--- config.mk ---
export PLATFORM = sky130hd
export DESIGN_NAME = debug_top
export DESIGN_NICKNAME = d
export VERILOG_FILES = /design/src/hw/dbg_pkg.sv /design/src/hw/uart_rx.sv /design/src/hw/uart_tx.sv /design/src/hw/inst_mem.sv /design/src/hw/mini_core.sv /design/src/hw/debug_unit.sv /design/src/hw/debug_top.sv
export SDC_FILE = /design/constraint.sdc
export NUM_CORES = 2
export LEC_CHECK = 0
export BUFFER_PORTS_ARGS = -buffer_cell sky130_fd_sc_hd__buf_2
export CAP_MARGIN = 20
export CORE_UTILIZATION = 55
export CTS_CLUSTER_SIZE = 8
export DETAILED_ROUTE_END_ITERATION = 6
export PLACE_DENSITY = 0.7
export REMOVE_ABC_BUFFERS = 1
export SLEW_MARGIN = 10
export SYNTH_ARGS = -nofsm -noshare
export SYNTH_HDL_FRONTEND = slang
export SYNTH_SLANG_ARGS = --single-unit
--- constraint.sdc ---
create_clock -name clk -period 8.8 [get_ports clk]
set_input_delay 1.32 -clock clk [delete_from_list [all_inputs] [get_ports clk]]
set_output_delay 1.32 -clock clk [all_outputs]
set_load 0.1 [all_outputs]
--- src/hw/dbg_pkg.sv ---
package dbg_pkg;

	////////////////////
	// basic types
	////////////////////
	typedef logic [31:0] word_t;
	typedef logic [7:0]  byte_t;
	typedef logic [2:0]  reg_idx_t;   // r0 is hardwired to zero

	localparam int N_REGS = 8;

	// opcode lives in instr[31:28]
	typedef enum logic [3:0] {
		OP_ADDI = 4'd0,   // rd = rs + sext(imm16)
		OP_ADD  = 4'd1,
		OP_SUB  = 4'd2,   // rd = rs - rt
		OP_XOR  = 4'd3,
		OP_HALT = 4'd15
	} opcode_e;

	// host command bytes, plain ascii
	typedef enum logic [7:0] {
		CMD_LOAD = 8'h4c,   // 'L'
		CMD_RUN  = 8'h52,   // 'R'
		CMD_STEP = 8'h53    // 'S'
	} cmd_e;

	// dump is r0..r7, pc, cycle count, each word lsb first
	localparam int DUMP_WORDS = 10;
	localparam int DUMP_BYTES = DUMP_WORDS * 4;

	////////////////////
	// field extraction
	////////////////////
	function automatic reg_idx_t rd_of(word_t instr);
		return instr[26:24];
	endfunction

	function automatic reg_idx_t rs_of(word_t instr);
		return instr[22:20];
	endfunction

	function automatic reg_idx_t rt_of(word_t instr);
		return instr[18:16];
	endfunction

	function automatic word_t imm_of(word_t instr);
		return {{16{instr[15]}}, instr[15:0]};   // sign extended
	endfunction

endpackage

--- src/hw/uart_rx.sv ---
module uart_rx #(
	parameter int CLKS_PER_BIT = 868
) (
	input  logic           clk,
	input  logic           arst_n,
	input  logic           rx,
	output dbg_pkg::byte_t rx_data,
	output logic           rx_done
);

	localparam int CW = $clog2(CLKS_PER_BIT);

	typedef enum logic [1:0] {S_IDLE, S_START, S_DATA, S_STOP} state_e;

	state_e         state;
	logic [1:0]     sync;       // metastability guard on the line
	logic [CW-1:0]  cnt;
	logic [2:0]     bit_idx;
	dbg_pkg::byte_t shift;
	logic           rx_s;

	assign rx_s    = sync[1];
	assign rx_data = shift;

	always_ff @(posedge clk or negedge arst_n) begin
		if (!arst_n)
			sync <= 2'b11;   // line idles high
		else
			sync <= {sync[0], rx};
	end

	////////////////////
	// frame FSM
	////////////////////
	always_ff @(posedge clk or negedge arst_n) begin
		if (!arst_n) begin
			state   <= S_IDLE;
			cnt     <= '0;
			bit_idx <= '0;
			rx_done <= 1'b0;
		end else begin
			rx_done <= 1'b0;
			case (state)
				S_IDLE: begin
					cnt <= '0;
					if (!rx_s)
						state <= S_START;
				end
				S_START: begin
					if (cnt == CW'(CLKS_PER_BIT / 2 - 1)) begin
						cnt     <= '0;
						bit_idx <= '0;
						state   <= rx_s ? S_IDLE : S_DATA;   // glitch, back to idle
					end else
						cnt <= cnt + 1'b1;
				end
				S_DATA: begin
					if (cnt == CW'(CLKS_PER_BIT - 1)) begin
						cnt     <= '0;
						bit_idx <= bit_idx + 1'b1;
						if (bit_idx == 3'd7)
							state <= S_STOP;
					end else
						cnt <= cnt + 1'b1;
				end
				S_STOP: begin
					// middle of stop bit, no framing check
					if (cnt == CW'(CLKS_PER_BIT - 1)) begin
						rx_done <= 1'b1;
						state   <= S_IDLE;
					end else
						cnt <= cnt + 1'b1;
				end
				default: state <= S_IDLE;
			endcase
		end
	end

	// lsb arrives first
	always_ff @(posedge clk) begin
		if (state == S_DATA && cnt == CW'(CLKS_PER_BIT - 1))
			shift <= {rx_s, shift[7:1]};
	end

endmodule

--- src/hw/uart_tx.sv ---
module uart_tx #(
	parameter int CLKS_PER_BIT = 868
) (
	input  logic           clk,
	input  logic           arst_n,
	input  logic           tx_start,
	input  dbg_pkg::byte_t tx_data,
	output logic           tx,
	output logic           tx_done
);

	localparam int CW = $clog2(CLKS_PER_BIT);

	logic          busy;
	logic [CW-1:0] cnt;
	logic [3:0]    nbit;    // 0 start, 1..8 data, 9 stop
	logic [9:0]    frame;

	assign tx = busy ? frame[0] : 1'b1;

	always_ff @(posedge clk or negedge arst_n) begin
		if (!arst_n) begin
			busy    <= 1'b0;
			cnt     <= '0;
			nbit    <= '0;
			tx_done <= 1'b0;
		end else begin
			tx_done <= 1'b0;
			if (!busy) begin
				cnt  <= '0;
				nbit <= '0;
				if (tx_start)
					busy <= 1'b1;
			end else if (cnt == CW'(CLKS_PER_BIT - 1)) begin
				cnt <= '0;
				if (nbit == 4'd9) begin
					busy    <= 1'b0;
					tx_done <= 1'b1;   // stop bit just ended
				end else
					nbit <= nbit + 1'b1;
			end else
				cnt <= cnt + 1'b1;
		end
	end

	////////////////////
	// shift register
	////////////////////
	always_ff @(posedge clk) begin
		if (!busy && tx_start)
			frame <= {1'b1, tx_data, 1'b0};
		else if (busy && cnt == CW'(CLKS_PER_BIT - 1))
			frame <= {1'b1, frame[9:1]};
	end

endmodule

--- src/hw/inst_mem.sv ---
module inst_mem #(
	parameter int  IMEM_DEPTH = 32,
	localparam int AW         = $clog2(IMEM_DEPTH)
) (
	input  logic           clk,
	input  logic           arst_n,
	input  logic           we,
	input  logic [AW-1:0]  waddr,
	input  dbg_pkg::word_t wdata,
	input  logic [AW-1:0]  raddr,
	output dbg_pkg::word_t rdata
);

	localparam dbg_pkg::word_t HALT_WORD = {dbg_pkg::OP_HALT, 28'd0};

	dbg_pkg::word_t mem [IMEM_DEPTH];

	// reset fills with halt so an empty program stops at once
	always_ff @(posedge clk or negedge arst_n) begin
		if (!arst_n) begin
			for (int i = 0; i < IMEM_DEPTH; i++)
				mem[i] <= HALT_WORD;
		end else if (we) begin
			mem[waddr] <= wdata;
		end
	end

	assign rdata = mem[raddr];   // async read

endmodule

--- src/hw/mini_core.sv ---
module mini_core #(
	parameter int  IMEM_DEPTH = 32,
	localparam int AW         = $clog2(IMEM_DEPTH)
) (
	input  logic                                 clk,
	input  logic                                 arst_n,
	input  logic                                 en,
	input  logic                                 clear,
	input  dbg_pkg::word_t                       instr,
	output logic [AW-1:0]                        pc,
	output logic                                 halted,
	output dbg_pkg::word_t [dbg_pkg::N_REGS-1:0] reg_dump
);

	dbg_pkg::word_t [dbg_pkg::N_REGS-1:0] regs;

	dbg_pkg::opcode_e  op;
	dbg_pkg::reg_idx_t rd;
	dbg_pkg::reg_idx_t rs;
	dbg_pkg::reg_idx_t rt;
	dbg_pkg::word_t    imm;
	dbg_pkg::word_t    src_a;
	dbg_pkg::word_t    src_b;
	dbg_pkg::word_t    result;
	logic              wr_en;
	logic              exec;

	////////////////////
	// decode
	////////////////////
	assign op  = dbg_pkg::opcode_e'(instr[31:28]);
	assign rd  = dbg_pkg::rd_of(instr);
	assign rs  = dbg_pkg::rs_of(instr);
	assign rt  = dbg_pkg::rt_of(instr);
	assign imm = dbg_pkg::imm_of(instr);

	assign src_a = regs[rs];
	assign src_b = regs[rt];

	always_comb begin
		result = '0;
		wr_en  = 1'b0;
		case (op)
			dbg_pkg::OP_ADDI: begin
				result = src_a + imm;
				wr_en  = 1'b1;
			end
			dbg_pkg::OP_ADD: begin
				result = src_a + src_b;
				wr_en  = 1'b1;
			end
			dbg_pkg::OP_SUB: begin
				result = src_a - src_b;
				wr_en  = 1'b1;
			end
			dbg_pkg::OP_XOR: begin
				result = src_a ^ src_b;
				wr_en  = 1'b1;
			end
			default: ;   // halt and unknown opcodes write nothing
		endcase
	end

	assign exec = en && !halted;

	////////////////////
	// state update
	////////////////////
	always_ff @(posedge clk or negedge arst_n) begin
		if (!arst_n) begin
			pc     <= '0;
			halted <= 1'b0;
			regs   <= '0;
		end else if (clear) begin
			pc     <= '0;   // registers survive a reload
			halted <= 1'b0;
		end else if (exec) begin
			if (op == dbg_pkg::OP_HALT) begin
				halted <= 1'b1;   // pc stays on the halt
			end else begin
				pc <= pc + 1'b1;
				if (wr_en && rd != '0)
					regs[rd] <= result;
			end
		end
	end

	assign reg_dump = regs;

endmodule

--- src/hw/debug_unit.sv ---
module debug_unit #(
	parameter int  IMEM_DEPTH = 32,
	localparam int AW         = $clog2(IMEM_DEPTH)
) (
	input  logic                                 clk,
	input  logic                                 arst_n,
	input  dbg_pkg::byte_t                       rx_data,
	input  logic                                 rx_done,
	input  logic                                 tx_done,
	input  logic                                 halted,
	input  logic [AW-1:0]                        pc,
	input  dbg_pkg::word_t [dbg_pkg::N_REGS-1:0] reg_dump,
	output dbg_pkg::byte_t                       tx_data,
	output logic                                 tx_start,
	output logic                                 imem_we,
	output logic [AW-1:0]                        imem_addr,
	output dbg_pkg::word_t                       imem_wdata,
	output logic                                 core_en,
	output logic                                 core_clear
);

	typedef enum logic [2:0] {
		S_IDLE, S_LOAD_CNT, S_LOAD_BYTES, S_RUN, S_STEP, S_DUMP_SEL, S_DUMP_WAIT
	} state_e;

	state_e         state;
	dbg_pkg::byte_t words_left;
	logic [AW-1:0]  load_addr;
	logic [1:0]     load_byte;
	dbg_pkg::word_t word_buf;
	dbg_pkg::word_t cycle_cnt;
	logic [3:0]     word_idx;
	logic [1:0]     byte_idx;
	dbg_pkg::word_t dump_word;

	assign core_en    = (state == S_RUN || state == S_STEP) && !halted;
	assign tx_start   = (state == S_DUMP_SEL);   // one cycle, uart is idle here
	assign imem_addr  = load_addr;
	assign imem_wdata = word_buf;

	////////////////////
	// main FSM
	////////////////////
	always_ff @(posedge clk or negedge arst_n) begin
		if (!arst_n) begin
			state      <= S_IDLE;
			words_left <= '0;
			load_addr  <= '0;
			load_byte  <= '0;
			cycle_cnt  <= '0;
			word_idx   <= '0;
			byte_idx   <= '0;
			imem_we    <= 1'b0;
			core_clear <= 1'b0;
		end else begin
			imem_we    <= 1'b0;
			core_clear <= 1'b0;
			if (core_en)
				cycle_cnt <= cycle_cnt + 1'b1;   // counts the halt cycle too
			case (state)
				S_IDLE: begin
					if (rx_done) begin
						case (dbg_pkg::cmd_e'(rx_data))
							dbg_pkg::CMD_LOAD: state <= S_LOAD_CNT;
							dbg_pkg::CMD_RUN: begin
								cycle_cnt <= '0;
								state     <= halted ? S_DUMP_SEL : S_RUN;
							end
							dbg_pkg::CMD_STEP: begin
								cycle_cnt <= '0;
								state     <= halted ? S_DUMP_SEL : S_STEP;
							end
							default: ;   // unknown byte, stay quiet
						endcase
					end
				end
				S_LOAD_CNT: begin
					if (rx_done) begin
						words_left <= rx_data;
						load_addr  <= '0;
						load_byte  <= '0;
						if (rx_data == '0) begin
							core_clear <= 1'b1;
							state      <= S_IDLE;
						end else
							state <= S_LOAD_BYTES;
					end
				end
				S_LOAD_BYTES: begin
					if (rx_done) begin
						load_byte <= load_byte + 1'b1;
						if (load_byte == 2'd3)
							imem_we <= 1'b1;   // word complete
					end
					if (imem_we) begin
						load_addr  <= load_addr + 1'b1;
						words_left <= words_left - 1'b1;
						if (words_left == 8'd1) begin
							core_clear <= 1'b1;
							state      <= S_IDLE;
						end
					end
				end
				S_RUN: begin
					if (halted)
						state <= S_DUMP_SEL;
				end
				S_STEP:     state <= S_DUMP_SEL;
				S_DUMP_SEL: state <= S_DUMP_WAIT;
				S_DUMP_WAIT: begin
					if (tx_done) begin
						byte_idx <= byte_idx + 1'b1;
						if (byte_idx == 2'd3) begin
							if (word_idx == 4'(dbg_pkg::DUMP_WORDS - 1)) begin
								word_idx <= '0;
								state    <= S_IDLE;
							end else begin
								word_idx <= word_idx + 1'b1;
								state    <= S_DUMP_SEL;
							end
						end else
							state <= S_DUMP_SEL;
					end
				end
				default: state <= S_IDLE;
			endcase
		end
	end

	// load bytes arrive lsb first
	always_ff @(posedge clk) begin
		if (state == S_LOAD_BYTES && rx_done)
			word_buf <= {rx_data, word_buf[31:8]};
	end

	////////////////////
	// dump byte select
	////////////////////
	always_comb begin
		if (word_idx < 4'(dbg_pkg::N_REGS))
			dump_word = reg_dump[word_idx[2:0]];
		else if (word_idx == 4'(dbg_pkg::N_REGS))
			dump_word = dbg_pkg::word_t'(pc);   // zero extended
		else
			dump_word = cycle_cnt;
		tx_data = dump_word[{byte_idx, 3'b000} +: 8];
	end

endmodule

--- src/hw/debug_top.sv ---
module debug_top #(
	parameter int CLKS_PER_BIT = 868,
	parameter int IMEM_DEPTH   = 32
) (
	input  logic clk,
	input  logic arst_n,
	input  logic rx,
	output logic tx
);

	localparam int AW = $clog2(IMEM_DEPTH);

	dbg_pkg::byte_t                       rx_data;
	logic                                 rx_done;
	dbg_pkg::byte_t                       tx_data;
	logic                                 tx_start;
	logic                                 tx_done;
	logic                                 imem_we;
	logic [AW-1:0]                        imem_addr;
	dbg_pkg::word_t                       imem_wdata;
	dbg_pkg::word_t                       instr;
	logic [AW-1:0]                        pc;
	logic                                 halted;
	dbg_pkg::word_t [dbg_pkg::N_REGS-1:0] reg_dump;
	logic                                 core_en;
	logic                                 core_clear;

	////////////////////
	// serial side
	////////////////////
	uart_rx #(.CLKS_PER_BIT(CLKS_PER_BIT)) i_uart_rx (
		.clk     (clk),
		.arst_n  (arst_n),
		.rx      (rx),
		.rx_data (rx_data),
		.rx_done (rx_done)
	);

	uart_tx #(.CLKS_PER_BIT(CLKS_PER_BIT)) i_uart_tx (
		.clk      (clk),
		.arst_n   (arst_n),
		.tx_start (tx_start),
		.tx_data  (tx_data),
		.tx       (tx),
		.tx_done  (tx_done)
	);

	debug_unit #(.IMEM_DEPTH(IMEM_DEPTH)) i_debug_unit (
		.clk        (clk),
		.arst_n     (arst_n),
		.rx_data    (rx_data),
		.rx_done    (rx_done),
		.tx_done    (tx_done),
		.halted     (halted),
		.pc         (pc),
		.reg_dump   (reg_dump),
		.tx_data    (tx_data),
		.tx_start   (tx_start),
		.imem_we    (imem_we),
		.imem_addr  (imem_addr),
		.imem_wdata (imem_wdata),
		.core_en    (core_en),
		.core_clear (core_clear)
	);

	////////////////////
	// processor side
	////////////////////
	inst_mem #(.IMEM_DEPTH(IMEM_DEPTH)) i_inst_mem (
		.clk    (clk),
		.arst_n (arst_n),
		.we     (imem_we),
		.waddr  (imem_addr),
		.wdata  (imem_wdata),
		.raddr  (pc),
		.rdata  (instr)
	);

	mini_core #(.IMEM_DEPTH(IMEM_DEPTH)) i_mini_core (
		.clk      (clk),
		.arst_n   (arst_n),
		.en       (core_en),
		.clear    (core_clear),
		.instr    (instr),
		.pc       (pc),
		.halted   (halted),
		.reg_dump (reg_dump)
	);

endmodule

==> flow_summary_export.csv <==
group,metric,value,unit
status,status,"complete, no violations",
place,gp_congestion,0.923,
synth,synth_xor_area_share,1.95,%
synth,ys_types,88,
global_route,first_global_vias,44500,
layout,fin_area,75400,um2
clock_network,path_clk_slew,50,ps
route,firstDrtPassIters,6,
clock_network,cts-root-buf,"clkbuf_16",
sta,slew_headroom,23.0,%
critical_path,r2r-end,"i_mini_core.reg_dump[127]",
global_route,track_usage,29.4,%
die,start_util,55.8,%
global_route,gr-total-overflow,0,
synth,synth_edf_count,48,
critical_path,path_class,"register to register",
synth,yosysSeqAreaShare,49.3,%
critical_path,crit_family,"simple AND/OR/NAND/NOR gates",
critical_path,cp-end-kind,"register",
die,die_h,355,um
sta,tightest_slew,1150,ps
synth,synth.ff_latch_count,1331,
synth,syn-cell-area,68400,um2
sta,slew_violations,0,
route,drt-initial-drc-count,3556,
route,postRouteAntennaNets,0,
route,route.detailed.drc,0,
route,avgRoutedWirePerCell,27.1,um
sta,holdWs,349,ps
layout,areaGrowthSynthToFinish,10.4,%
synth,synth_fa_ha_area_share,1.05,%
synth,async_reset_ff_share,96.3,%
sta,period_needed,8200,ps
layout,final_nets,4998,
critical_path,max_stage_delay,620,ps
critical_path,slowest_stage,"nand2b_1",
global_route,antenna_found_initial,0,
sta,grt_setup_unrepaired,"false",
synth,yosysWarnings,0,
sta,skew,59.9,ps
layout,drive_gt1_share,40.2,%
sta,setup_viol,0,
synth,synth_compound_area_share,5.08,%
synth,postSynth.topFlopCell,"dfrtp_1",
synth,avgSynthCellArea,13.5,um2
pwr,powerDensity,171,nW/um2
run,drv_cap,0,
synth,synth_top_family_by_area,"multiplexers",
critical_path,r2r-start,"i_mini_core.pc[0]",
die,die_w,355,um
place,io_buffer_count,3,
die,row_count,128,
synth,synthCells,5073,
die,fp.dieArea,126000,um2
clock_network,holdBufCountCts,0,
hold_path,whs_endpoint,"i_uart_rx.sync[1]",
layout,n_antenna_cell,0,
place,dpl.hpwl,103000,um
route,wirelength,181000,um
clock_network,clk-insertion-delay-late,830,ps
sta,hold_viol_final,0,
global_route,grt_max_degree,197,
route,via_count,42700,
clock_network,cts.sinks,1331,
hold_path,hold_class,"register to register",
sta,period_share,93.2,%
clock_network,cts-buffers-inserted,184,
synth,synth.area.mux_share,34.5,%
route,vias_per_cell,6.43,
sta,fmax,0.122,GHz
place,dp_cells,6369,
layout,final_cells,6652,
die,core,123000,um2
critical_path,critical_path_arrival,8870,ps
critical_path,startpoint_type,"register",
critical_path,worst-path-max-fanout,44,
critical_path,cp.buffers_inverters,1,
pwr,ir_drop,0.229,mV
clock_network,htree_levels,4,
die,io_pins,4,
critical_path,r2r_cells,28,
pwr,leakage,34.3,nW
clock_network,cts_tree,"done",
clock_network,clockBufferDepth,3,
hold_path,hold_path_depth,0,
critical_path,rrSetupSlack,600,ps
global_route,grt_pass1_wl,280000,um
place,placed_cell_area,70000,um2
critical_path,crit_required,9470,ps
hold_path,hp-start,"i_uart_rx.sync[0]",
synth,synth-simple-area-share,4.96,%
## cells in the final DEF (no fill, tap or decap), types with 102 or more instances in the layout
master | synthesis | routed
dfstp_2 | 130 | 130
buf_4 | 7 | 106
clkbuf_16 | 0 | 186
a21oi_1 | 102 | 102
mux2i_1 | 265 | 262
nand2_1 | 290 | 282
o21ai_0 | 138 | 138
dfrtp_1 | 1152 | 1144
mux2_2 | 1133 | 1133
nor2_1 | 180 | 156
mux4_2 | 337 | 337
## through the flow
step	setup WS (ps)	TNS (ps)	total power, mW	utilization, %
after floorplan	-14530	-3065090	6.26	-
after global placement	707	0	6.39	57.1
after detailed placement	533	0	6.39	57.1
after CTS	487	0	13.0	61.4
after global routing	6.62	0	13.3	61.6
final	596	0	12.9	61.6
## state kept, by name, indices dropped and copies added (netlist names), 9 cells and up, named ones only
name,flops
i_uart_tx.cnt,10
i_mini_core.reg_dump,256
i_debug_unit.cycle_cnt,32
i_uart_rx.cnt,10
i_uart_tx.frame,9
i_inst_mem.mem,928
i_debug_unit.imem_wdata,32
## routing by layer
layer / global-route usage [%] / part of all wire (%) / vias up / wire length [um]
li1: - / - / 18500 / -
met1: 40.1 / 43 / 22700 / 76900
met2: 48.4 / 49 / 1207 / 89300
met3: 4.67 / 5.2 / 324 / 9410
met4: 9.22 / 2.7 / 0 / 4960
met5: 0 / 0 / - / 0
## power breakdown
group | switching (mW) | total (mW) | internal (mW)
sequential | 0.000331 | 6.16 | 6.16
combinational | 0.114 | 0.121 | 0.00762
clock | 2.71 | 6.60 | 3.89
total | 2.82 | 12.9 | 10.1
## worst max-delay path by stage
stage | startpoint | cells after the start | end
after floorplan | i_mini_core.pc[0] | 21 | i_mini_core.reg_dump[95]
after global placement | i_mini_core.pc[2] | 28 | i_mini_core.reg_dump[159]
after detailed placement | i_mini_core.pc[2] | 28 | i_mini_core.reg_dump[255]
after CTS | i_mini_core.pc[2] | 28 | i_mini_core.reg_dump[95]
after global routing | i_mini_core.pc[0] | 29 | i_mini_core.reg_dump[95]
final | i_mini_core.pc[0] | 28 | i_mini_core.reg_dump[127]
## kinds of logic after synthesis
family	count (synthesis)
simple gates	730
compound gates	534
flops	1331
mux	1768
xor+xnor	152
buf+inv	501
fa+ha+maj	57
## repair_timing
| action | CTS | global route |
|---|---|---|
| gates resized for setup | 0 | 3 |
| setup buffers | 0 | 0 |
| endpoints found under the setup margin | 0 | 7 |
## cell usage after synthesis (21+ instances only)
master,n,share of area (%)
mux4_2,337,11
inv_1,43,0.24
o211ai_1,34,0.37
mux2_2,1133,19
a211oi_1,29,0.32
buf_1,70,0.38
dfrtp_1,1152,42
nor2b_1,30,0.27
dfstp_2,130,5.0
o31ai_1,71,0.78
nand3_1,61,0.45
a22oi_1,45,0.49
a21oi_1,102,0.75
nand2_1,290,1.6
ha_1,56,1.0
buf_2,54,0.40
mux2i_1,265,3.9
xor2_1,72,0.92
nor2_1,180,0.99
nor3_1,28,0.20
edfxtp_1,48,2.1
nand2b_1,21,0.19
clkbuf_1,309,1.7
xnor2_1,80,1.0
nand4_1,23,0.21
o21ai_0,138,1.0
## final cells by class
type | instances | area [um2]
Timing Repair Buffer | 137 | 1410
Tap cell | 1625 | 2030
Sequential cell | 1331 | 33700
Inverter | 43 | 161
Clock inverter | 14 | 349
Clock buffer | 261 | 4940
Fill cell | 9240 | 47100
Multi-Input combinational cell | 3241 | 32800
(Power assumes the default switching activity.)
